`config.mk`:
```
export PLATFORM = sky130hd
export DESIGN_NAME = vmem_store_format
export DESIGN_NICKNAME = d
export VERILOG_FILES = /design/src/vmem_types_pkg.sv /design/src/vmem_store_format.sv
export SDC_FILE = /design/constraint.sdc
export NUM_CORES = 1
export LEC_CHECK = 0
export BUFFER_PORTS_ARGS = -buffer_cell sky130_fd_sc_hd__buf_2
export CAP_MARGIN = 20
export CORE_ASPECT_RATIO = 1.1
export CORE_MARGIN = 8
export CORE_UTILIZATION = 24
export DETAILED_ROUTE_END_ITERATION = 8
export PLACE_DENSITY = 0.68
export SLEW_MARGIN = 0
export SYNTH_ARGS = -nofsm -noshare
export SYNTH_HDL_FRONTEND = slang
export SYNTH_SLANG_ARGS = --single-unit
```
`constraint.sdc`:
```
create_clock -name vclk -period 1
set_input_delay 0.15 -clock vclk [all_inputs]
set_output_delay 0.15 -clock vclk [all_outputs]
set_load 0.02 [all_outputs]
```
`src/vmem_types_pkg.sv`:
```
`default_nettype none

package vmem_types_pkg;

  // Vector register length in bytes
  localparam int unsigned VLENB = 8;

  // Element width codes, same encoding as vtype.vsew
  typedef enum logic [1:0] {
    SEW8  = 2'd0,
    SEW16 = 2'd1,
    SEW32 = 2'd2
  } sew_t;

  // Register grouping codes
  typedef enum logic [2:0] {
    LMUL_1  = 3'b000,
    LMUL_2  = 3'b001,
    LMUL_4  = 3'b010,
    LMUL_8  = 3'b011,
    LMUL_F8 = 3'b101,
    LMUL_F4 = 3'b110,
    LMUL_F2 = 3'b111
  } vlmul_t;

  // Low bits of vtype, upper bits read as zero
  typedef struct packed {
    sew_t   sew;
    vlmul_t vlmul;
  } vtype_t;

endpackage

`default_nettype wire

```
`src/vmem_store_format.sv`:
```
`timescale 1ns/100ps
`default_nettype none

module vmem_store_format (
  input  vmem_types_pkg::sew_t  eew,
  input  logic [1:0]            addr0,
  input  logic [1:0]            addr1,
  input  logic [31:0]           storedata0,
  input  logic [31:0]           storedata1,
  output logic [31:0]           fmt_data0,
  output logic [31:0]           fmt_data1,
  output logic [3:0]            fmt_be0,
  output logic [3:0]            fmt_be1,
  output logic [1:0]            misalign
);

  typedef struct packed {
    logic [31:0] data;
    logic [3:0]  be;
    logic        misalign;
  } lane_fmt_t;

  lane_fmt_t lane0;
  lane_fmt_t lane1;

  // Replicate the element so any byte offset finds it in place
  function automatic lane_fmt_t format_lane(input vmem_types_pkg::sew_t w,
                                            input logic [1:0] off,
                                            input logic [31:0] sd);
    lane_fmt_t f;
    f = '0;
    case (w)
      vmem_types_pkg::SEW8: begin
        f.data = {4{sd[7:0]}};
        f.be   = 4'b0001 << off;
      end
      vmem_types_pkg::SEW16: begin
        f.data     = {2{sd[15:0]}};
        f.be       = off[1] ? 4'b1100 : 4'b0011;
        f.misalign = off[0];
      end
      default: begin
        f.data     = sd;
        f.be       = 4'b1111;
        f.misalign = |off;
      end
    endcase
    return f;
  endfunction

  assign lane0 = format_lane(eew, addr0, storedata0);
  assign lane1 = format_lane(eew, addr1, storedata1);

  assign fmt_data0 = lane0.data;
  assign fmt_data1 = lane1.data;
  assign fmt_be0   = lane0.be;
  assign fmt_be1   = lane1.be;
  assign misalign  = {lane1.misalign, lane0.misalign};

endmodule

`default_nettype wire

```
==> flow_summary_export.csv <==
group,metric,value,unit
power_and_ir_drop,switchingPower,704,uW
timing,fmax,0.821,GHz
placement,dp_slack,-0.251,ns
timing,slew_viol_final,0,
die,initial_core_util,24.8,%
outcome,status,"finished, violations left",
final_layout,design.seq.count,0,
placement,place_congestion,0.786,
final_layout,utilization,56.9,%
flow_run,max_cap_viol_count,0,
route,wl_per_cell,15.8,um
global_route,gr-total-overflow,0,
worst_setup_path,startpoint_type,"primary input",
final_layout,nFillCells,378,
power_and_ir_drop,power.share.clock,0,%
synthesis,netlist_instances,128,
route,routed-via-count,1485,
placement,place_hpwl,3810,um
global_route,grt_pass1_vias,1650,
route,drtIter0Drc,36,
timing,hold_violations,0,
worst_setup_path,crit_path_max_fanout,4,
synthesis,synth_area,0.00105,mm^2
route,route.detailed.drc,0,
final_layout,nets,342,
global_route,antenna_found_initial,0,
synthesis,yosysWarnings,0,
timing,finalCritPeriodShare,122,%
die,coreArea,0.00425,mm^2
worst_setup_path,crit_path_max_incr_delay,0.29,ns
power_and_ir_drop,sw_frac_of_total,47.7,%
timing,layout_setup_ws,-0.218,ns
final_layout,seqCellArea,0,um^2
timing,period_needed,1.22,ns
final_layout,syn_to_final_growth,130,%
route,drt_wl_total,5120,um
min_path,min_path_type,"primary input to primary output",
worst_setup_path,crit_type,"primary input to primary output",
placement,place_area,0.00172,mm^2
synthesis,yosysUniqueCellTypes,17,
synthesis,yosysSeqAreaShare,0,%
timing,grt_setup_unrepaired,"true",
global_route,grt_pass1_wl,7710,um
worst_setup_path,endpoint_kind,"primary output",
power_and_ir_drop,ir_drop,271,uV
final_layout,clkbuf_count,0,
power_and_ir_drop,total_power,1.48,mW
route,drt.antenna.violating_nets,0,
die,die_height,85.5,um
placement,io_buffers,144,
synthesis,synth.net_count,198,
power_and_ir_drop,leakagePower,1.28,nW
worst_setup_path,crit_required,0.85,ns
worst_setup_path,arrival,1.07,ns
synthesis,synth.avg_cell_area,8.23,um^2
timing,whs,0.565,ns
power_and_ir_drop,intPower,771,uW
final_layout,design_area,0.00242,mm^2
timing,relSlewSlack,86.2,%
route,via_per_inst,4.58,
timing,finalSetupViolations,58,
worst_setup_path,critPathBufInv,4,
route,dr.pass1.iters,4,
die,die_area,0.00677,mm^2
final_layout,drive_gt1_share,83.0,%
final_layout,n_antenna_cell,0,
power_and_ir_drop,p_comb_share,100.0,%
worst_setup_path,cp_top_family,"buffers and inverters",
die,die_x,79.2,um
timing,tns,-7.69,ns
worst_setup_path,cp_cell_sequence,"buf_12 -> nor2_8 -> buf_12 -> buf_6 -> mux2_4 -> buf_6",
outcome,violations,"setup timing",
power_and_ir_drop,seqPwrFrac,0,%
power_and_ir_drop,p_per_area,610,mW/mm^2
placement,dp.cells,311,
timing,worst_pin_slew,0.203,ns
global_route,grt_use_total,13.4,%
global_route,grt_max_degree,19,
die,rows,25,
worst_setup_path,cpMaxStageDelayCell,"mux2_4",
die,io_pins,144,
final_layout,fin_cells,324,
path summary, 6_finish.rpt:
check | start | endpoint | slack (ns) | cells past startpoint
max | eew[0] | fmt_data0[13] | -0.22 | 6
min | storedata1[3] | fmt_data1[3] | 0.57 | 2
synthesized netlist by cell type, drive strengths merged:
| library cell | instances | share of area (%) |
|---|---|---|
| nand2 | 16 | 5.7 |
| nor2 | 7 | 4.0 |
| nand2b | 2 | 1.2 |
| mux2 | 32 | 38 |
| a21oi | 2 | 0.95 |
| a21o | 4 | 2.9 |
| inv | 2 | 0.71 |
| o21bai | 4 | 2.9 |
| mux2i | 16 | 15 |
| buf | 26 | 21 |
| o21ai | 16 | 7.6 |
| clkbuf | 1 | 0.36 |
power groups by stage:
stage	combinational [mW]	sequential, mW	clock (mW)
3_3_place_gp	1.05	0	0
6_report	1.48	0	0
4_1_cts	1.38	0	0
2_1_floorplan	0.696	0	0
3_5_place_dp	1.06	0	0
5_1_grt	1.56	0	0
per-layer routing:
metal  up-vias  wire [um]  GRT usage (%)
li1        722          -              -
met5         -          0              0
met1       674       1790           13.5
met3         4        540           3.91
met2        85       2750           26.9
met4         0         40          0.506
cell type report:
cell class	instances	area, um^2	share of cell area (%)
timing repair buffer	169	1380	57.0
inverter	2	7.51	0.310
tap	54	67.6	2.79
multi-input combinational	99	966	39.9
cells in the final DEF (no fill, tap or decap), drive strengths merged:
cell	synthesis	routed
nand2b	2	2
mux2	32	32
nand2	16	16
o21bai	4	4
a21o	4	4
buf	26	167
inv	2	2
nor2	7	7
o21ai	16	16
mux2i	16	16
clkbuf	1	2
a21oi	2	2
cell families after synthesis:
group / Yosys count / synth area share, %
muxes: 48 / 53.0
buffers and inverters: 29 / 21.9
AOI/OAI and AO/OA: 26 / 14.3
and+or+nand+nor: 25 / 10.9
what timing repair did:
| action | in CTS | in global routing |
|---|---|---|
| pin swaps | 6 | 6 |
| resized for setup | 109 | 38 |
| endpoints found under the setup margin | 58 | 58 |
| buffers inserted | 6 | 3 |
| hold buffers | 0 | 0 |
| cloned | 3 | 3 |
No activity file was read; power rests on OpenSTA's default activity.
