[src/vmem_types_pkg.sv]
`default_nettype none

package vmem_types_pkg;

  // Vector register length in bytes
  localparam int unsigned VLENB = 8;

  // Element width codes, same encoding as vtype.vsew
  typedef enum logic [1:0] {
    SEW8  = 2'd0,
    SEW16 = 2'd1,
    SEW32 = 2'd2
  } sew_t;

  // Register grouping codes
  typedef enum logic [2:0] {
    LMUL_1  = 3'b000,
    LMUL_2  = 3'b001,
    LMUL_4  = 3'b010,
    LMUL_8  = 3'b011,
    LMUL_F8 = 3'b101,
    LMUL_F4 = 3'b110,
    LMUL_F2 = 3'b111
  } vlmul_t;

  // Low bits of vtype, upper bits read as zero
  typedef struct packed {
    sew_t   sew;
    vlmul_t vlmul;
  } vtype_t;

endpackage

`default_nettype wire

[src/vmem_load_align.sv]
`timescale 1ns/100ps
`default_nettype none

module vmem_load_align (
  input  logic                  CLK,
  input  logic                  nRST,
  input  logic [31:0]           rdata,
  input  logic                  load_lane0,
  input  logic                  load_lane1,
  input  vmem_types_pkg::sew_t  eew,
  input  logic [1:0]            addr0,
  input  logic [1:0]            addr1,
  output logic [31:0]           ldata0,
  output logic [31:0]           ldata1
);

  logic [31:0] lane_buf0;
  logic [31:0] lane_buf1;

  // Shift the element down to bit 0 and zero extend
  function automatic logic [31:0] extract(input logic [31:0] word,
                                          input logic [1:0] off,
                                          input vmem_types_pkg::sew_t w);
    logic [31:0] sh;
    sh = word >> {off, 3'b000};
    case (w)
      vmem_types_pkg::SEW8:  return {24'd0, sh[7:0]};
      vmem_types_pkg::SEW16: return {16'd0, sh[15:0]};
      default:               return sh;
    endcase
  endfunction

  always_ff @(posedge CLK, negedge nRST) begin
    if (!nRST) begin
      lane_buf0 <= '0;
      lane_buf1 <= '0;
    end else begin
      if (load_lane0) begin
        lane_buf0 <= rdata;
      end
      if (load_lane1) begin
        lane_buf1 <= rdata;
      end
    end
  end

  // Bypass the buffer in the capture cycle
  assign ldata0 = extract(load_lane0 ? rdata : lane_buf0, addr0, eew);
  assign ldata1 = extract(load_lane1 ? rdata : lane_buf1, addr1, eew);

endmodule

`default_nettype wire

[config.mk]
export PLATFORM = sky130hd
export DESIGN_NAME = vmem_load_align
export DESIGN_NICKNAME = d
export VERILOG_FILES = /design/src/vmem_types_pkg.sv /design/src/vmem_load_align.sv
export SDC_FILE = /design/constraint.sdc
export NUM_CORES = 1
export LEC_CHECK = 0
export ABC_AREA = 1
export BUFFER_PORTS_ARGS = -buffer_cell sky130_fd_sc_hd__buf_2
export CELL_PAD_IN_SITES_DETAIL_PLACEMENT = 1
export CELL_PAD_IN_SITES_GLOBAL_PLACEMENT = 1
export CORE_UTILIZATION = 34
export DETAILED_ROUTE_END_ITERATION = 10
export GPL_TIMING_DRIVEN = 0
export PLACE_DENSITY = 0.75
export SLEW_MARGIN = 10
export SYNTH_ARGS = -nofsm -noshare
export SYNTH_HDL_FRONTEND = slang
export SYNTH_SLANG_ARGS = --single-unit
export TNS_END_PERCENT = 100
[constraint.sdc]
create_clock -name CLK -period 0.8 [get_ports CLK]
set_input_delay 0.04 -clock CLK [delete_from_list [all_inputs] [get_ports CLK]]
set_output_delay 0.04 -clock CLK [all_outputs]
set_load 0.02 [all_outputs]
==> flow_results.org <==
** Status
- Outcome :: finished, violations left
- Violated checks :: hold timing, setup timing

** STA
- Final number of setup-violating endpoints :: 73
- Across all hold checks on the routed design, the worst slack comes to -0.0632 ns.
- Endpoints failing hold :: 3
- Counting I/O delays and the setup requirement, the final critical path takes 1.51 ns.
- Max Clk Rate :: approximately 660 MHz
- At the pin with the least slew margin, the transition time is 0.791 ns.
- Setup repair after global routing missed its margin :: yes
- Final total negative setup slack :: -37.29 ns
- In the finished design, the share of the clock period the worst path needs comes to 1.88.
- After layout, the worst setup slack is -0.708 ns.
- Skew final :: 0 ns
- In this run the tightest slew margin relative to its limit is 0.473.
- Number of pins exceeding their max-slew limit in the final report :: 0

** Clock tree
- Number of levels in the clock H-tree :: 3
- TritonCTS created 9 clock buffers.
- Clock Pin Slew Worst Setup and Hold Paths :: 0.06 ns
- Sinks on the clock net :: 64
- Clk_lat worst skew :: 0.34 ns
- Clock tree from TritonCTS :: built
- Clock Root Buffer :: sky130_fd_sc_hd__clkbuf_16
- Hold buffer count at CTS :: 1
- Number of buffers on the longest clock path :: 2

** Min path
- Worst hold start :: load_lane1
- Min-Delay Path Class :: in -> reg
- Instance count along the most critical hold path :: 2
- Hold path endpoint :: lane_buf1[27]$_DFF_PN0_

** Placement
- Placed inst area :: 0.00538 mm2
- Summed over all nets, the half-perimeter wirelength after detailed placement is 12800 um.
- Setup WS pre-CTS :: -0.626 ns
- Buffers placed on the I/O ports in this run total 101.
- Weighted congestion reported at the end of routability-driven placement :: 0.848
- Once placement completed, the tool counted placed cells totaling 906.

** Critical path
- Largest fanout on the critical path :: 2
- In this design, the stage delay of the slowest critical-path cell is 0.35 ns.
- On the critical path the largest part of the delay comes from flip-flops.
- Traced cell by cell, the critical path runs through inv_2 > o211ai_1 > nand3_1 > nand2_2 > buf_6.
- Tracing the worst setup path back leads to its startpoint at lane_buf0[26]$_DFF_PN0_.
- Critical Path Sink Type :: primary output
- Worst reg2reg path endpoint :: lane_buf0[23]$_DFF_PN0_
- STA puts the critical path data required time at 0.76 ns.
- The worst setup path is of the reg -> out kind.
- Critical path's slowest cell :: sky130_fd_sc_hd__dfrtp_1
- Startpoint type of the worst setup path :: flop
- Worst R2R Path Depth :: 5
- The worst register-to-register path begins at lane_buf0[23]$_DFF_PN0_.
- Arrival time worst endpoint :: 1.47 ns
- Setup slack on the worst reg-to-reg path comes out at -0.11 ns.
- WP buf/inv :: 2

** Floorplan
- Initial core utilization :: 0.351
- The region available for standard cell placement spans 0.0121 mm2.
- Row generation in the floorplan step produced 40 rows.
- between 100 and 150 I/O pins were placed.
- Die Height :: 114 um
- Die W :: roughly 110 um
- DIE AREA :: 0.0130 mm2

** Power and ir drop
- Total power draw :: 11.9 mW
- For this design the static power due to leakage is 3.44 nW.
- Dividing total power by cell area gives a power density of roughly 1700 mW/mm2.
- VDD sags by at most 0.950 mV.

** Global route
- For this run, the total global-route usage over all layers was measured as 0.290.
- The number of antenna violations at the first check in global routing came to 0.
- The via count of the first global-routing pass was 5143.
- Total global routing overflow :: 0
- Largest net degree at the start of global routing :: between 50 and 60
- Global-route wire length before repair :: 28100 um

** Route
- Detailed-route DRC error count :: 0
- Post-Route WL :: 19600 um
- After the first detailed-routing iteration, the DRC count stood at 352.
- In the final routed layout, each cell accounts on average for 20.6 um.
- Remaining antenna violation count :: 0
- Initial DRT Pass Iterations :: 5
- After detailed routing, the number of vias per cell comes to 5.13.
- Via Count :: 4864

** Final layout
- Number of cells in the finished layout apart from fillers :: 949
- Area growth from synthesis to layout :: 63.1%
- In the final layout, the share of cells above drive strength 1 is 0.566.
- Final Core Density :: 0.573
- Leaving out fill and tap cells, the most frequent cell in the layout is sky130_fd_sc_hd__nand2_1.
- Finished Cell Area :: 0.00694 mm2
- Most frequent cells in the layout :: 145 x sky130_fd_sc_hd__nand2_1, 107 x sky130_fd_sc_hd__nand2_2, 84 x sky130_fd_sc_hd__buf_6, 64 x sky130_fd_sc_hd__dfrtp_1, 52 x sky130_fd_sc_hd__inv_1
- The number of antenna diodes in the final layout is 0.
- Fill cells in the final layout number between 1000 and 1500.
- After the last flow step, the layout net total stands at 818.

** Yosys
- When the netlist entered floorplanning its net count stood at 678.
- Cells after Synth :: 636
- Count of synthesis-stage warnings from yosys :: 0
- After synthesis, the cell types taking the most area are sky130_fd_sc_hd__dfrtp_1 38%, sky130_fd_sc_hd__nand2_1 22%, sky130_fd_sc_hd__inv_1 7.3%, sky130_fd_sc_hd__nand3_1 6.2%, sky130_fd_sc_hd__nor2_1 6.0%.
- Largest area contributor in the netlist :: sky130_fd_sc_hd__dfrtp_1
- Top-area cell type share of the netlist area :: 0.376
- Synthesis-stage register bit count :: 64
- In this run the mean area of a mapped cell was ~6.7 um2.
- Sequential-to-total area share from yosys stat :: 0.376
- Summing every instance area after synthesis gives 0.00426 mm2.
- Distinct cell type count of the synthesized netlist :: 20

** Job
- Count of max-cap constraint violations :: 0
-- repair_timing --
action | CTS | global route
setup endpoints to repair | 65 | 71
gates resized for setup | 222 | 122
setup buffers | 23 | 15
endpoints found under the hold margin | 72 | 3
pin swaps | 85 | 77
-- sequential cells by signal (all words and copies together), names as in the netlist --
name / cells
lane_buf0: 32
lane_buf1: 32
-- kinds of logic (layout without fill, tap and decap cells) --
logic type | Yosys count | after routing | share of synthesized area
AOI/OAI and AO/OA | 58 | 58 | 0.111
DFF | 64 | 64 | 0.376
buffers and inverters | 122 | 267 | 0.138
and+or+nand+nor | 392 | 392 | 0.374
-- routing by layer --
layer  routed length (um)  GRT usage  up-vias  share of wire
li1                     -          -     2231              -
met1                 8560      0.390     2429           0.44
met2                 9590      0.477      169           0.49
met3                  891     0.0462       35          0.046
met4                  534     0.0987        0          0.027
met5                    0          0        -              0
-- how the worst max path moves through the flow --
stage,cells after the start,endpoint
CTS,5,ldata0[2]
floorplan,6,ldata0[16]
detailed placement,7,ldata0[8]
finish,5,ldata0[2]
global placement,1,lane_buf1[3]$_DFF_PN0_
global route,5,ldata0[18]
-- synth_stat cells, drive strengths merged --
| cell | number |
|---|---|
| a21oi | 1 |
| and2 | 16 |
| buf | 32 |
| clkbuf | 5 |
| dfrtp | 64 |
| inv | 85 |
| nand2 | 255 |
| nand3 | 53 |
| nor2 | 68 |
| o211ai | 26 |
| o21ai | 31 |
-- cell type report --
type,instances,area (um2),area share
clock buffer,13,260,0.0375
inverter,85,324,0.0467
timing repair buffer,129,1180,0.170
clock inverter,3,40.0,0.00577
tap,168,210,0.0303
buffer,37,308,0.0443
multi-input combinational,450,3020,0.434
sequential,64,1600,0.231
-- where the power goes --
| group | switching [mW] | leakage (nW) | internal (mW) | total, mW |
|---|---|---|---|---|
| logic | 2.55 | 2.52 | 1.59 | 4.14 |
| clock network | 1.56 | 0.150 | 2.58 | 4.14 |
| registers | 0.123 | 0.763 | 3.53 | 3.65 |
No activity file was read; power rests on OpenSTA's default activity.
