### src/vmem_types_pkg.sv
`default_nettype none

package vmem_types_pkg;

  // Vector register length in bytes
  localparam int unsigned VLENB = 8;

  // Element width codes, same encoding as vtype.vsew
  typedef enum logic [1:0] {
    SEW8  = 2'd0,
    SEW16 = 2'd1,
    SEW32 = 2'd2
  } sew_t;

  // Register grouping codes
  typedef enum logic [2:0] {
    LMUL_1  = 3'b000,
    LMUL_2  = 3'b001,
    LMUL_4  = 3'b010,
    LMUL_8  = 3'b011,
    LMUL_F8 = 3'b101,
    LMUL_F4 = 3'b110,
    LMUL_F2 = 3'b111
  } vlmul_t;

  // Low bits of vtype, upper bits read as zero
  typedef struct packed {
    sew_t   sew;
    vlmul_t vlmul;
  } vtype_t;

endpackage

`default_nettype wire

### src/vmem_pipe_pkg.sv
`default_nettype none

package vmem_pipe_pkg;

  // Instruction class seen by the memory stage
  typedef enum logic [1:0] {
    VOP_ALU    = 2'd0,
    VOP_LOAD   = 2'd1,
    VOP_STORE  = 2'd2,
    VOP_CONFIG = 2'd3
  } vop_t;

  // Execute to memory latch contents
  typedef struct packed {
    vop_t                  op;
    vmem_types_pkg::sew_t  eew;
    // Lane addresses for loads and stores
    logic [31:0]           result0;
    logic [31:0]           result1;
    logic [31:0]           storedata0;
    logic [31:0]           storedata1;
    logic [1:0]            wen;
    logic [4:0]            vd;
    logic [31:0]           next_vl;
    vmem_types_pkg::vtype_t next_vtype;
  } ex_mem_t;

  // Memory to writeback latch contents
  typedef struct packed {
    logic                   valid;
    logic [31:0]            wdat0;
    logic [31:0]            wdat1;
    logic [1:0]             wen;
    logic [4:0]             vd;
    vmem_types_pkg::sew_t   sew;
    vmem_types_pkg::vlmul_t lmul;
    logic [31:0]            vl;
  } mem_wb_t;

  // Data memory request, word addressed
  typedef struct packed {
    logic        ren;
    logic        wen;
    logic [29:0] addr;
    logic [3:0]  byte_ena;
    logic [31:0] wdata;
  } dmem_req_t;

endpackage

`default_nettype wire

### src/vmem_csr_regs.sv
`timescale 1ns/100ps
`default_nettype none

module vmem_csr_regs (
  input  logic                    CLK,
  input  logic                    nRST,
  input  logic                    ex_valid,
  input  vmem_pipe_pkg::ex_mem_t  ex_in,
  output logic [31:0]             vl,
  output vmem_types_pkg::vtype_t  vtype,
  output logic [31:0]             vstart
);

  // Two element lanes in this datapath
  localparam int unsigned LANES = 2;

  logic        cfg;
  logic [31:0] vlmax;
  logic [31:0] new_vl;

  assign cfg = ex_valid && (ex_in.op == vmem_pipe_pkg::VOP_CONFIG);

  // Elements per register at the new SEW, then the lane limit
  always_comb begin
    vlmax = 32'(vmem_types_pkg::VLENB) >> ex_in.next_vtype.sew;
    if (vlmax > 32'(LANES)) begin
      vlmax = 32'(LANES);
    end
    new_vl = (ex_in.next_vl > vlmax) ? vlmax : ex_in.next_vl;
  end

  always_ff @(posedge CLK, negedge nRST) begin
    if (!nRST) begin
      vl     <= '0;
      vtype  <= '0;
      vstart <= '0;
    end else if (cfg) begin
      vl     <= new_vl;
      vtype  <= ex_in.next_vtype;
      vstart <= '0;
    end
  end

endmodule

`default_nettype wire

### config.mk
export PLATFORM = sky130hd
export DESIGN_NAME = vmem_csr_regs
export DESIGN_NICKNAME = d
export VERILOG_FILES = /design/src/vmem_types_pkg.sv /design/src/vmem_pipe_pkg.sv /design/src/vmem_csr_regs.sv
export SDC_FILE = /design/constraint.sdc
export NUM_CORES = 1
export LEC_CHECK = 0
export BUFFER_PORTS_ARGS = -buffer_cell sky130_fd_sc_hd__buf_2
export CAP_MARGIN = 10
export CORE_AREA = 2 2 95 97
export CTS_CLUSTER_SIZE = 12
export DETAILED_ROUTE_END_ITERATION = 7
export DIE_AREA = 0 0 97 99
export GPL_ROUTABILITY_DRIVEN = 0
export GPL_TIMING_DRIVEN = 0
export PLACE_DENSITY = 0.54
export SYNTH_ARGS = -nofsm -noshare
export SYNTH_HDL_FRONTEND = slang
export SYNTH_SLANG_ARGS = --single-unit
### constraint.sdc
create_clock -name CLK -period 0.8 [get_ports CLK]
set_input_delay 0.08 -clock CLK [delete_from_list [all_inputs] [get_ports CLK]]
set_output_delay 0.08 -clock CLK [all_outputs]
set_load 0.05 [all_outputs]
==> results.toml, run 1 <==
[floorplanning]
die_w_um = 97
die_area_um2 = 9600
initial_core_util = 0.189
ios = 248
die_h_um = 99
row_count = 34
core_area_um2 = 8550

[clock_tree]
cts_max_path_buffers = 2
numClockSinks = 37
cts.root.buffer_cell = "clkbuf_8"
cts_buffers = 5
path_clk_slew_ns = 0.08
tritoncts = "done"
htree_num_levels = 2
clk_latency_ns = 0.28

[min_path]
hold_path.class = "input port to async pin"

[global_routing]
globalRouteMet3Util = 0.0574
overflow = 0
antenna_found_initial = 0
grt_max_degree = 38
gr-usage-met2 = 0.121
track_usage = 0.0819
grt_pass1_vias = 1337
grt_busiest_layer = "met2"
use_met1 = 0.0971
grt_pass1_wl_um = 6270

[worst_setup_path]
worstSetupEndpoint = "vl[1]"
end_kind = "flop"
crit_fanout = 3
cp.required_ns = 0.99
critPathLaunch = "ex_in[3]"
crit-reg2reg-capture = "vtype[0]"
ff2ff_path_depth = 1
r2r_start = "vtype[0]"
cp-start-kind = "input port"
arrival_ns = 1.30
critPathKind = "input port to flop"
ff2ff_setup_slack_ns = 0.01

[detailed_routing]
drtAntennaViolNets = 0
wire_per_inst_um = 10.9
routed_wl_um = 3960
drtIter0Drc = 9
drcViolationCount = 0
via_count = 1288
firstDrtPassIters = 3
routed_via_density = 3.56

[power_and_ir_drop]
powerDensity_nw_per_um2 = 1630
total_power_w = 0.00448
clockPowerShare = 0.281
power_leakage_nw = 1.39
pwr-share-seq = 0.444
vdd_drop_max_mv = 0.832
netSwitchingPower_w = 0.00148
switching_share = 0.331
combPwrFrac = 0.275
power.internal_w = 0.00300

[status]
violations = "hold timing, setup timing"
status = "finished with violations"

[timing]
setup_violations = 40
finalWorstSetupSlack_ns = -0.308
fin_crit_sh = 1.39
finClkSkew_ns = 0
hold_viol = 37
hold_slack_ns = -0.107
rsz0062_at_grt = "yes"
worstMarginPinSlew_ns = 0.831
layout_min_cycle_time_ns = 1.11
slew_headroom = 0.446
fmax_mhz = 902
setup_tns_ns = -5.24
slew_violations = 0

[yosys]
synthCells = 133
syn_avg_cell_area_um2 = 12.1
synth_seq_area_share = 0.574
netlist_area_um2 = 1610
yosysWarnings = 0
synth_cell_types = 21
ys_ff_latch = 37

[cells_and_area]
final_core_util = 0.322
num_antenna_cells = 0
fillers = 868
multi_input_area_um2 = 637
drive_above_1_share = 0.689
register_area_um2 = 970
nNetsFinal = 434
design_area_um2 = 2760
area_delta_synth_final_pct = 70.7

[placement]
placed_area_um2 = 2340
portBuffers = 78
dp_slack_ns = -0.651
dp_hpwl_um = 2810

[flow_run]
cap_violations = 0
routing by layer:
metal	up-vias	share of wire	wire [um]
met4	0	0.0010	4
met5	-	0	0
met1	587	0.40	1570
met3	2	0.15	606
li1	614	-	-
met2	85	0.45	1770
worst min path at each step:
stage,depth (start not counted),slack [ns],to
after floorplan,0,-0.22,vl[0]
after global placement,1,0.25,vl[28]
after detailed placement,1,0.23,vl[20]
after CTS,1,-0.09,vl[4]
after global routing,1,-0.04,vl[4]
final,1,-0.11,vl[18]
power by group through the flow:
stage	sequential [W]	clock (W)	combinational, W
after CTS	0.00199	0.00135	0.00119
after detailed placement	0.00201	0	0.00108
after global routing	0.00200	0.00145	0.00130
after global placement	0.00201	0	0.00108
final	0.00199	0.00126	0.00123
after floorplan	0.00225	0	0.000597
registers in the layout, indices dropped and copies added, names as in the netlist:
register,cells
vl,32
vtype,5
cell usage after synthesis (all sizes together):
library cell	count	area [um^2]
a2bb2oi	1	8.76
and2	31	194
and3	1	6.26
buf	32	240
clkbuf	4	15.0
conb	1	3.75
dfrtp	37	926
ha	2	25.0
inv	1	3.75
mux2	5	56.3
nand2	1	3.75
nand3	1	5.00
nand4	2	12.5
nor2	1	3.75
nor2b	1	6.26
nor4	8	68.8
o22a	1	10.0
o31a	1	8.76
o31ai	1	7.51
o41ai	1	8.76
logic make-up (layout without fill, tap and decap cells):
family / count (synthesis) / count (layout) / share of synthesized area
AOI/OAI and AO/OA: 5 / 5 / 0.0271
buffers and inverters: 37 / 127 / 0.160
and+or+nand+nor: 46 / 46 / 0.186
other: 1 / 32 / 0.00232
DFF: 37 / 37 / 0.574
adders and majority gates: 2 / 2 / 0.0155
muxes: 5 / 5 / 0.0349
repair_timing:
| action | in CTS | in global routing |
|---|---|---|
| pin swaps | 0 | 3 |
| setup buffers | 2 | 2 |
| resized for setup | 78 | 7 |
| endpoints found under the setup margin | 68 | 42 |
| endpoints found under the hold margin | 37 | 38 |
| gates cloned | 0 | 0 |
through the flow:
step / cells / hold slack, ns
floorplan: 164 / -0.216
global placement: 350 / 0.246
detailed placement: 350 / 0.230
CTS: 360 / -0.0884
global route: 362 / -0.0432
finish: 362 / -0.107
worst max-delay path: stages:
cell	delay, ns
buf_6	0.09
and2_4	0.17
ha_4	0.24
nor2b_4	0.13
a2bb2oi_4	0.14
o31a_1	0.26
o31ai_1	0.19
placed cells by master (no fill, tap or decap), drive strengths merged, types with 2 or more instances in the layout:
| cell | instances |
|---|---|
| ha | 2 |
| clkbuf | 9 |
| buf | 114 |
| nor4 | 8 |
| and2 | 31 |
| conb | 32 |
| nand4 | 2 |
| clkinv | 2 |
| mux2 | 5 |
| dfrtp | 37 |
layout make-up:
| cell class | count | area share |
|---|---|---|
| Sequential cell | 37 | 0.352 |
| Timing Repair Buffer | 83 | 0.245 |
| Multi-Input combinational cell | 90 | 0.231 |
| Buffer | 35 | 0.0917 |
| Tap cell | 108 | 0.0490 |
| Clock buffer | 6 | 0.0263 |
| Clock inverter | 2 | 0.00363 |
| Inverter | 1 | 0.00136 |
(Power assumes the default switching activity.)
==> inputs of run 2 (changes only) <==
--- a/config.mk
+++ b/config.mk
@@ -14,6 +14,7 @@
 export GPL_ROUTABILITY_DRIVEN = 0
 export GPL_TIMING_DRIVEN = 0
 export PLACE_DENSITY = 0.54
+export SETUP_SLACK_MARGIN = 0.4
 export SYNTH_ARGS = -nofsm -noshare
 export SYNTH_HDL_FRONTEND = slang
 export SYNTH_SLANG_ARGS = --single-unit
==> run 2 against run 1 <==
Compared with the run above: the flow still finishes with violations (hold timing, setup timing); sequential share of layout area down 0.89 points; largest power group unchanged; critical path type unchanged; count of clock-buffer cells in the layout shrank 1; fmax shrank 2.7%; highest routed layer is now met3.
==> results.toml, run 2 (synthesis results as in run 1) <==
[worst_setup_path]
crit_fanout = 3
crit-reg2reg-capture = "vl[0]"
cp.depth = 7
critPathLaunch = "ex_in[4]"
end_kind = "flop"
slowest_stage = "o31a_1"
ff2ff_setup_slack_ns = -0.05
cp.required_ns = 0.97
cpPeakStageDelay_ns = 0.29
arrival_ns = 1.31
r2r_start = "vl[0]"
cp-start-kind = "input port"
cp_cell_sequence = "buf_6, and2_4, ha_4, nor2b_4, a2bb2oi_4, o31a_1, o22a_2"
cp_top_family = "compound AO/OA/AOI/OAI gates"
ff2ff_path_depth = 2
path_buf_inv = 1
critPathKind = "input port to flop"
worstSetupEndpoint = "vl[0]"

[detailed_routing]
routed_wl_um = 4060
wire_per_inst_um = 11.2
routed_via_density = 3.52
firstDrtPassIters = 2
drtAntennaViolNets = 0
drtIter0Drc = 4
drcViolationCount = 0
via_count = 1276

[global_routing]
overflow = 0
antenna_found_initial = 0
grt_pass1_wl_um = 6680
grt_max_degree = 38
track_usage = 0.0866
grt_pass1_vias = 1336

[clock_tree]
cts.root.buffer_cell = "clkbuf_8"
clk_latency_ns = 0.28
tritoncts = "done"
cts_max_path_buffers = 2
cts_buffers = 5
path_clk_slew_ns = 0.08
numClockSinks = 37
htree_num_levels = 2

[timing]
slew_violations = 0
setup_violations = 39
finClkSkew_ns = 0
fin_crit_sh = 1.42
rsz0062_at_grt = "yes"
hold_slack_ns = -0.266
hold_viol = 37
layout_min_cycle_time_ns = 1.14
fmax_mhz = 878
finalWorstSetupSlack_ns = -0.339

[power_and_ir_drop]
vdd_drop_max_mv = 0.719
clockPowerShare = 0.335
combPwrFrac = 0.254
power_leakage_nw = 1.44
pwr-share-seq = 0.411
total_power_w = 0.00484
switching_share = 0.313
netSwitchingPower_w = 0.00152
powerDensity_nw_per_um2 = 1710
power.internal_w = 0.00333

[floorplanning]
ios = 248
die_h_um = 99
die_area_um2 = 9600
core_area_um2 = 8550
die_w_um = 97
initial_core_util = 0.189
row_count = 34

[status]
violations = "hold timing, setup timing"
status = "finished with violations"

[flow_run]
cap_violations = 0

[cells_and_area]
nNetsFinal = 434
final_common_cell = "buf_6"
area_delta_synth_final_pct = 75.3
multi_input_area_um2 = 673
layout_common_cells = "buf_6 (40), buf_2 (38), buf_4 (36), dfrtp_2 (36), conb_1 (32)"
largest_reg_flops = 32
top_register = "vl"
num_antenna_cells = 0
drive_above_1_share = 0.787
register_area_um2 = 971
fillers = 879
top_regs = "vl x32, vtype x5"

[placement]
portBuffers = 78
dp_slack_ns = -0.638
dp_hpwl_um = 2950

[min_path]
hold_path.class = "input port to async pin"
run 2: repair_timing:
action / 4_1_cts / 5_1_grt
pin swaps: 1 / 6
endpoints found under the hold margin: 37 / 37
gates resized for setup: 83 / 29
setup buffers: 1 / 3
endpoints found under the setup margin: 111 / 74
run 2: through the flow:
stage          cells  cell area [um^2]  hold WS (ns)  TNS (ns)  utilization
2_1_floorplan    164              1810        -0.216     -1.39            -
3_3_place_gp     350              2340         0.242    -15.69        0.273
5_1_grt          362              2830        -0.240     -7.28        0.331
6_report         362              2830        -0.266     -5.60        0.331
3_5_place_dp     350              2340         0.236    -16.19        0.273
4_1_cts          359              2720        -0.245     -6.06        0.318
run 2: layout make-up:
cell class | instances | area share
Timing Repair Buffer | 82 | 0.237
Buffer | 36 | 0.0933
Inverter | 1 | 0.00133
Multi-Input combinational cell | 90 | 0.238
Clock buffer | 5 | 0.0243
Tap cell | 108 | 0.0477
Clock inverter | 3 | 0.0155
Sequential cell | 37 | 0.343
run 2: worst min-delay path by stage:
stage	to	slack, ns	cells past startpoint
floorplan	vl[0]	-0.22	0
CTS	vl[17]	-0.24	1
global route	vl[11]	-0.24	1
finish	vl[14]	-0.27	1
global placement	vl[17]	0.24	1
detailed placement	vl[17]	0.24	1
run 2: metal layers:
metal | vias up | track usage | share of wire
met5 | - | 0 | 0
met3 | 0 | 0.0560 | 0.16
met2 | 82 | 0.132 | 0.45
li1 | 614 | - | -
met1 | 580 | 0.104 | 0.40
met4 | 0 | 0.0163 | 0
run 2: power groups by stage:
| stage | combinational (W) | clock (W) | sequential, W |
|---|---|---|---|
| global route | 0.00129 | 0.00180 | 0.00200 |
| CTS | 0.00119 | 0.00171 | 0.00199 |
| finish | 0.00123 | 0.00162 | 0.00199 |
| global placement | 0.00108 | 0 | 0.00201 |
| detailed placement | 0.00109 | 0 | 0.00201 |
| floorplan | 0.000597 | 0 | 0.00225 |
run 2: worst register-to-register path, stage by stage, from the launching register on:
cell     delay [ns]
dfrtp_1        0.40
buf_4          0.14
o22a_2         0.22
