<file path="src/vmem_types_pkg.sv">
`default_nettype none

package vmem_types_pkg;

  // Vector register length in bytes
  localparam int unsigned VLENB = 8;

  // Element width codes, same encoding as vtype.vsew
  typedef enum logic [1:0] {
    SEW8  = 2'd0,
    SEW16 = 2'd1,
    SEW32 = 2'd2
  } sew_t;

  // Register grouping codes
  typedef enum logic [2:0] {
    LMUL_1  = 3'b000,
    LMUL_2  = 3'b001,
    LMUL_4  = 3'b010,
    LMUL_8  = 3'b011,
    LMUL_F8 = 3'b101,
    LMUL_F4 = 3'b110,
    LMUL_F2 = 3'b111
  } vlmul_t;

  // Low bits of vtype, upper bits read as zero
  typedef struct packed {
    sew_t   sew;
    vlmul_t vlmul;
  } vtype_t;

endpackage

`default_nettype wire

</file>
<file path="src/vmem_pipe_pkg.sv">
`default_nettype none

package vmem_pipe_pkg;

  // Instruction class seen by the memory stage
  typedef enum logic [1:0] {
    VOP_ALU    = 2'd0,
    VOP_LOAD   = 2'd1,
    VOP_STORE  = 2'd2,
    VOP_CONFIG = 2'd3
  } vop_t;

  // Execute to memory latch contents
  typedef struct packed {
    vop_t                  op;
    vmem_types_pkg::sew_t  eew;
    // Lane addresses for loads and stores
    logic [31:0]           result0;
    logic [31:0]           result1;
    logic [31:0]           storedata0;
    logic [31:0]           storedata1;
    logic [1:0]            wen;
    logic [4:0]            vd;
    logic [31:0]           next_vl;
    vmem_types_pkg::vtype_t next_vtype;
  } ex_mem_t;

  // Memory to writeback latch contents
  typedef struct packed {
    logic                   valid;
    logic [31:0]            wdat0;
    logic [31:0]            wdat1;
    logic [1:0]             wen;
    logic [4:0]             vd;
    vmem_types_pkg::sew_t   sew;
    vmem_types_pkg::vlmul_t lmul;
    logic [31:0]            vl;
  } mem_wb_t;

  // Data memory request, word addressed
  typedef struct packed {
    logic        ren;
    logic        wen;
    logic [29:0] addr;
    logic [3:0]  byte_ena;
    logic [31:0] wdata;
  } dmem_req_t;

endpackage

`default_nettype wire

</file>
<file path="src/vmem_addr_scheduler.sv">
`timescale 1ns/100ps
`default_nettype none

module vmem_addr_scheduler (
  input  logic                      CLK,
  input  logic                      nRST,
  input  logic                      ex_valid,
  input  vmem_pipe_pkg::ex_mem_t    ex_in,
  input  logic                      flush,
  input  logic [31:0]               vl,
  input  logic [1:0]                misalign,
  input  logic [31:0]               fmt_data0,
  input  logic [31:0]               fmt_data1,
  input  logic [3:0]                fmt_be0,
  input  logic [3:0]                fmt_be1,
  output vmem_pipe_pkg::dmem_req_t  dmem_req,
  output vmem_pipe_pkg::ex_mem_t    mem_inst,
  output logic [1:0]                mem_wen,
  output logic                      load_lane0,
  output logic                      load_lane1,
  output logic                      wb_load,
  output logic                      busy,
  output logic                      exception
);

  typedef enum logic [2:0] {
    IDLE,
    LANE0,
    LANE1,
    WAIT,
    DONE
  } state_t;

  state_t state;
  state_t next_state;
  logic   lane1_act;
  logic   mem_start;
  logic   is_load;
  logic   is_store;
  logic   req_slot;
  logic   lane_sel;

  assign mem_start = ex_valid && (ex_in.op == vmem_pipe_pkg::VOP_LOAD ||
                                  ex_in.op == vmem_pipe_pkg::VOP_STORE);
  assign is_load   = (mem_inst.op == vmem_pipe_pkg::VOP_LOAD);
  assign is_store  = (mem_inst.op == vmem_pipe_pkg::VOP_STORE);

  always_ff @(posedge CLK, negedge nRST) begin
    if (!nRST) begin
      state     <= IDLE;
      lane1_act <= 1'b0;
    end else begin
      state <= next_state;
      // Lane 1 takes part only when vl covers it
      if (state == IDLE && mem_start) begin
        lane1_act <= (vl >= 32'd2);
      end
    end
  end

  always_ff @(posedge CLK) begin
    if (state == IDLE && mem_start) begin
      mem_inst <= ex_in;
    end
  end

  // Fixed length sequence, WAIT fills the lane 1 slot when it is inactive
  always_comb begin
    next_state = state;
    case (state)
      IDLE:        if (mem_start) next_state = LANE0;
      LANE0:       next_state = lane1_act ? LANE1 : WAIT;
      LANE1, WAIT: next_state = DONE;
      DONE:        next_state = IDLE;
      default:     next_state = IDLE;
    endcase
    if (flush) begin
      next_state = IDLE;
    end
  end

  assign req_slot = (state == LANE0) || (state == LANE1);
  assign lane_sel = (state == LANE1);

  always_comb begin
    dmem_req  = '0;
    exception = 1'b0;
    if (req_slot) begin
      if (misalign[lane_sel]) begin
        // No access, flag the lane instead
        exception = 1'b1;
      end else begin
        dmem_req.ren      = is_load;
        dmem_req.wen      = is_store;
        dmem_req.addr     = lane_sel ? mem_inst.result1[31:2] : mem_inst.result0[31:2];
        dmem_req.byte_ena = lane_sel ? fmt_be1 : fmt_be0;
        dmem_req.wdata    = lane_sel ? fmt_data1 : fmt_data0;
      end
    end
  end

  // RAM data shows up one cycle after each request
  assign load_lane0 = is_load && (state == LANE1 || state == WAIT);
  assign load_lane1 = is_load && lane1_act && (state == DONE);
  assign wb_load    = (state == DONE);
  assign busy       = (state != IDLE);

  // Register write enables for the load result
  assign mem_wen = is_load ? (mem_inst.wen & {lane1_act & ~misalign[1], ~misalign[0]})
                           : 2'b00;

endmodule

`default_nettype wire

</file>
<file path="config.mk">
export PLATFORM = sky130hd
export DESIGN_NAME = vmem_addr_scheduler
export DESIGN_NICKNAME = d
export VERILOG_FILES = /design/src/vmem_types_pkg.sv /design/src/vmem_pipe_pkg.sv /design/src/vmem_addr_scheduler.sv
export SDC_FILE = /design/constraint.sdc
export NUM_CORES = 1
export LEC_CHECK = 0
export ABC_AREA = 1
export CORE_AREA = 4 4 209 211
export DETAILED_ROUTE_END_ITERATION = 12
export DIE_AREA = 0 0 213 215
export DONT_BUFFER_PORTS = 1
export SLEW_MARGIN = 20
export SYNTH_ARGS = -nofsm -noshare
export SYNTH_HDL_FRONTEND = slang
export SYNTH_SLANG_ARGS = --single-unit
</file>
<file path="constraint.sdc">
create_clock -name CLK -period 11.61 [get_ports CLK]
set_input_delay 0.5805 -clock CLK [delete_from_list [all_inputs] [get_ports CLK]]
set_output_delay 0.5805 -clock CLK [all_outputs]
set_load 0.01 [all_outputs]
</file>
==> flow_summary.ini, run 1 <==
[run_status]
run_status = finished, final reports clean

[setup_path]
cp.arrival_ps = 3850
crit_slowest_cell = a21oi_1
crit_path_start_kind = flip-flop
r2r_setup_slack_ps = 8900
r2r-start = state[1]
crit_path_end_kind = output pin
ff2ff_path_depth = 5
critPathKind = flip-flop to output pin
path_max_fanout = 69
required_ps = 11030
crit_path_max_incr_delay_ps = 800
cp_cell_sequence = inv_2, nand3_4, inv_2, buf_4, nand2_1, nand3_4, a21oi_1
r2r-end = mem_inst[0]

[yosys]
synth_warnings = 0
netlist_instances = 468
synth-simple-area-share = 0.110
synth.area.top_cells = edfxtp_1 79%, nand2_1 8.7%, a21oi_1 3.4%
synth_seq_area_share = 0.804
synthDistinctLibCells = 20
syn_area_per_cell_um2 = 14.3
yosys-mux-area-fraction = 0
synth_top_area_frac = 0.789
ys_ff_latch = 180
synth_top_family_by_area = simple AND/OR/NAND/NOR gates
synth_top_area_cell = edfxtp_1
syn_area_um2 = 6700
synth_compound_area_frac = 0.0642
synthAdderAreaFrac = 0
synth_xor_area_frac = 0
syn_nets = 754

[timing]
rsz0062_at_grt = false
tightest_slew_ps = 1040
setup_ws_ps = 7180
slew-limit-headroom = 0.306
final_max_slew_viol_count = 0
fmax_mhz = 226
clock_skew_ps = 14.1
post-route-period-util = 0.382
setup_viol = 0
setup_tns_ps = 0
post-route-min-period_ps = 4430
hold_viol = 0

[clock_tree]
post-cts-setup-buffers = 0
clockBufferDepth = 2
cts_tree = yes
clk_pin_slew_ps = 70
cts_root_buf = clkbuf_16
htreeDepth = 4
worstSkewPairLatency_ps = 470
clock-sinks = 180
numCtsBuffers = 17

[detailed_routing]
first_pass_iters = 5
vias = 4022
route.met2.wl_um = 12600
drc = 0
drt-met1-wl_um = 7210
drt_iter0_drc = 325
routed_wirelength_um = 24300
antenna_left = 0
wl_per_cell_um = 23.6
top_layer = met5
wl_met3_um = 3580
vias_per_cell = 3.90

[hold_path]
hold_path_class = input port to flip-flop
min_to = state[1]
hold_path_depth = 1
worstHoldStart = flush

[floorplanning]
die_y_um = 215
pin_count = 537
rows = 75
die_w_um = 213
initial_core_util = 0.160
die_area_um2 = 45800
coreArea_um2 = 41800

[placed_design]
dp_slack_ps = 7610
gp_congestion = 0.809
port_buffers = 0
dp_hpwl_um = 19200

[cells_and_area]
area_growth_pct = 18.8
final_util = 0.191
drive_above_1_share = 0.122
final_nets = 757

[pwr]
max-vdd-ir-drop_mv = 0.114
p_leak_nw = 2.54
powerDensity_nw_per_um2 = 201

[grt]
grt_max_degree = 88
overflow = 0
grt_util_all_layers = 0.0992
grt_pass1_wl_um = 30400
antenna_found_initial = 27
grt_pass1_vias = 3881

[flow_run]
drv_cap = 0
## cells in the mapped netlist
cell	n
dfrtp_1	4
a21oi_1	46
o21ai_0	2
inv_2	2
clkbuf_1	3
buf_6	3
nor2_1	29
nor4_1	1
nand2_1	155
nor3b_1	1
nand3b_1	1
a21oi_2	20
a21boi_0	1
a211oi_1	1
nand3_2	2
buf_4	1
buf_2	14
inv_1	5
edfxtp_1	176
nor3_1	1
## worst max-delay path by stage
stage,startpoint,to,depth (start not counted)
floorplan,ex_in[175],lane1_act,5
global placement,state[0],dmem_req[0],7
detailed placement,state[0],dmem_req[0],7
CTS,state[0],dmem_req[0],7
global route,state[0],dmem_req[9],7
finish,state[0],dmem_req[9],7
## power by group
group          internal [mW]  leakage [nW]  switching [mW]
Combinational         0.0247         0.539           0.109
Clock                  0.362         0.310           0.258
Sequential             0.786          1.69          0.0615
Total                   1.17          2.54           0.428
## metrics by stage
| stage | total power [mW] | hold WS, ps | instance area, um^2 | instances |
|---|---|---|---|---|
| global route | 1.67 | 133 | 7950 | 1025 |
| floorplan | 0.959 | 285 | 6700 | 468 |
| CTS | 1.63 | 116 | 7940 | 1022 |
| finish | 1.60 | 182 | 7960 | 1030 |
| detailed placement | 0.998 | 285 | 7310 | 990 |
| global placement | 0.997 | 285 | 7310 | 990 |
## worst max-delay path, delay by kind of cell, from the launching register on
family / cells / cell delay, ps
buf+inv: 3 / 490
simple gates: 3 / 1640
compound gates: 1 / 800
flops: 1 / 420
## timing repair
item,4_1_cts,5_1_grt
hold endpoints to repair,4,0
gates resized for setup,0,0
hold buffers,1,0
## sequential cells by signal, indices dropped and copies added, names as in the netlist
signal	flops
lane1_act	1
mem_inst	176
state	3
## cells in the final DEF (no fill, tap or decap)
master,synthesis,final
a211oi_1,1,1
a21boi_0,1,1
a21oi_1,46,46
a21oi_2,20,20
buf_4,1,3
buf_6,3,1
bufinv_16,0,4
clkbuf_16,0,17
clkinv_1,0,1
clkinv_2,0,3
dfrtp_1,4,4
diode_2,0,8
dlygate4sd3_1,0,1
edfxtp_1,176,176
inv_1,5,5
inv_2,2,2
inv_6,0,4
inv_8,0,2
nand2_1,155,155
nand3_4,0,2
nand3b_1,1,1
nor2_1,29,28
nor2_4,0,1
nor3_1,1,1
nor3b_1,1,1
nor4_1,1,1
o21ai_0,2,2
## layout make-up
type	instances	area [um^2]
fill	4419	33800
tap	539	674
multi-input combinational	260	1190
clock inverter	14	196
timing repair buffer	5	43.8
inverter	7	26.3
clock buffer	17	425
sequential	180	5390
antenna	8	20.0
## metal layers
layer	up-vias	track usage
met3	61	0.0741
met2	387	0.177
met1	1876	0.0808
li1	1668	-
met4	30	0.0419
met5	-	0
## cell families after synthesis
kind of cell    count (synthesis)
simple gates                  190
flops                         180
compound gates                 70
buf+inv                        28
Note: power is estimated with default switching activity, not from simulation.
==> run 2, diff against run 1 <==
Clock period 11.61 ns to 4.58 ns, I/O delays scaled along.
==> run 2 against run 1 <==
  * Sequential share of layout area fell by 12 points
  * Final cell count up 17%
  * First-iteration DRC count down 17%
  * Global-route usage increased by 1.1 points
  * Clock power increased by 130%
  * Critical endpoint is now dmem_req[10]
  * Highest routed layer unchanged
==> flow_summary.ini, run 2 (synthesized netlist as in run 1, its figures left out) <==
[flow_run]
drv_cap = 0

[detailed_routing]
drt_iter0_drc = 271
drc = 0
vias_per_cell = 3.85
routed_wirelength_um = 26800
vias = 4660
antenna_left = 0
wl_per_cell_um = 22.2
first_pass_iters = 7

[floorplanning]
die_y_um = 215
initial_core_util = 0.160
die_w_um = 213
pin_count = 537
die_area_um2 = 45800
rows = 75
coreArea_um2 = 41800

[setup_path]
cp_cell_sequence = inv_1, nand3_4, nand2_1, nand3_4, a21oi_1
critPathKind = flip-flop to output pin
cp.arrival_ps = 3130
crit_slowest_cell = nand3_4
crit_path_end_kind = output pin
crit_family = simple AND/OR/NAND/NOR gates
path_max_fanout = 68
crit_path_max_incr_delay_ps = 770
required_ps = 4350
path_buf_inv = 1
path_common_cell = nand3_4
crit_path_start_kind = flip-flop

[cells_and_area]
final_nets = 935
area_growth_pct = 44.8
largest_register_ffs = 176
drive_above_1_share = 0.0891
final_util = 0.232
reg_top3 = mem_inst x176, state x3, lane1_act x1
largest_register = mem_inst
final_common_cell = dlygate4sd3_1
final_cell_mix = 179 x dlygate4sd3_1, 176 x edfxtp_1, 155 x nand2_1
stdcell_count = 1210

[pwr]
p_seq_frac = 0.530
power.switching_mw = 1.14
p_leak_nw = 3.24
max-vdd-ir-drop_mv = 0.310
p_int_mw = 2.91
p_sw_frac = 0.281
powerDensity_nw_per_um2 = 418
comb_power_share = 0.119
clkPwrFrac = 0.352

[timing]
clock_skew_ps = 12.4
slew-limit-headroom = 0.287
post-route-period-util = 0.734
post-route-min-period_ps = 3360
final_max_slew_viol_count = 0
rsz0062_at_grt = false
hold_viol = 0
setup_tns_ps = 0
setup_ws_ps = 1220
setup_viol = 0
fmax_mhz = 297
tightest_slew_ps = 1070

[grt]
grt_use_met3 = 0.0582
grt_pass1_wl_um = 34700
grt_util_all_layers = 0.110
grt_max_degree = 87
busiest_layer = met2
antenna_found_initial = 10
grt_pass1_vias = 4767
overflow = 0
met1_usage = 0.103
met2_usage = 0.195

[clock_tree]
htreeDepth = 4
numCtsBuffers = 17
clk_pin_slew_ps = 70
clock-sinks = 180
cts_root_buf = clkbuf_16
worstSkewPairLatency_ps = 470
post-cts-setup-buffers = 0
clockBufferDepth = 2
cts_tree = yes

[placed_design]
dp_hpwl_um = 19200
dp_slack_ps = 1540
gp_congestion = 0.800
dp_cells = 990
port_buffers = 0

[hold_path]
hold_path_class = input port to flip-flop

[run_status]
run_status = finished, final reports clean
-- run 2: metrics by stage --
stage / cell area, um^2 / hold slack (ps) / total power [mW]
after floorplan: 6710 / -66.6 / 2.40
after global placement: 7330 / -66.5 / 2.54
after detailed placement: 7330 / -66.4 / 2.54
after CTS: 9680 / 117 / 4.13
after global routing: 9700 / 144 / 4.25
final: 9700 / 162 / 4.06
-- run 2: repair_timing --
action	in CTS	in global routing
hold endpoints to repair	183	0
resized for setup	0	0
hold buffers	179	0
-- run 2: layout make-up --
type | count | area (um^2)
sequential | 180 | 5390
multi-input combinational | 260 | 1190
tap | 539 | 674
timing repair buffer | 183 | 1850
fill | 4322 | 32100
inverter | 7 | 26.3
antenna | 9 | 22.5
clock inverter | 13 | 125
clock buffer | 19 | 433
-- run 2: path summary, 6_finish.rpt --
kind | from | endpoint | slack (ps) | depth (start not counted)
max | state[2] | dmem_req[10] | 1220 | 5
min | ex_valid | state[0] | 160 | 2
max reg2reg | state[1] | mem_inst[86] | 2220 | 4
min reg2reg | state[2] | state[0] | 540 | 3
max in group asynchronous | nRST | lane1_act | 3830 | 2
min in group asynchronous | nRST | state[2] | 580 | 2
-- run 2: power by group through the flow --
| stage | Clock, mW | Sequential, mW | Combinational (mW) |
|---|---|---|---|
| 2_1_floorplan | 0 | 2.14 | 0.260 |
| 3_3_place_gp | 0 | 2.19 | 0.348 |
| 3_5_place_dp | 0 | 2.19 | 0.353 |
| 4_1_cts | 1.50 | 2.15 | 0.485 |
| 5_1_grt | 1.56 | 2.16 | 0.527 |
| 6_report | 1.43 | 2.15 | 0.481 |
-- run 2: routing by layer --
metal	vias up	routed length, um
li1	2026	-
met1	2209	9130
met2	378	13600
met3	45	3120
met4	2	956
met5	-	12
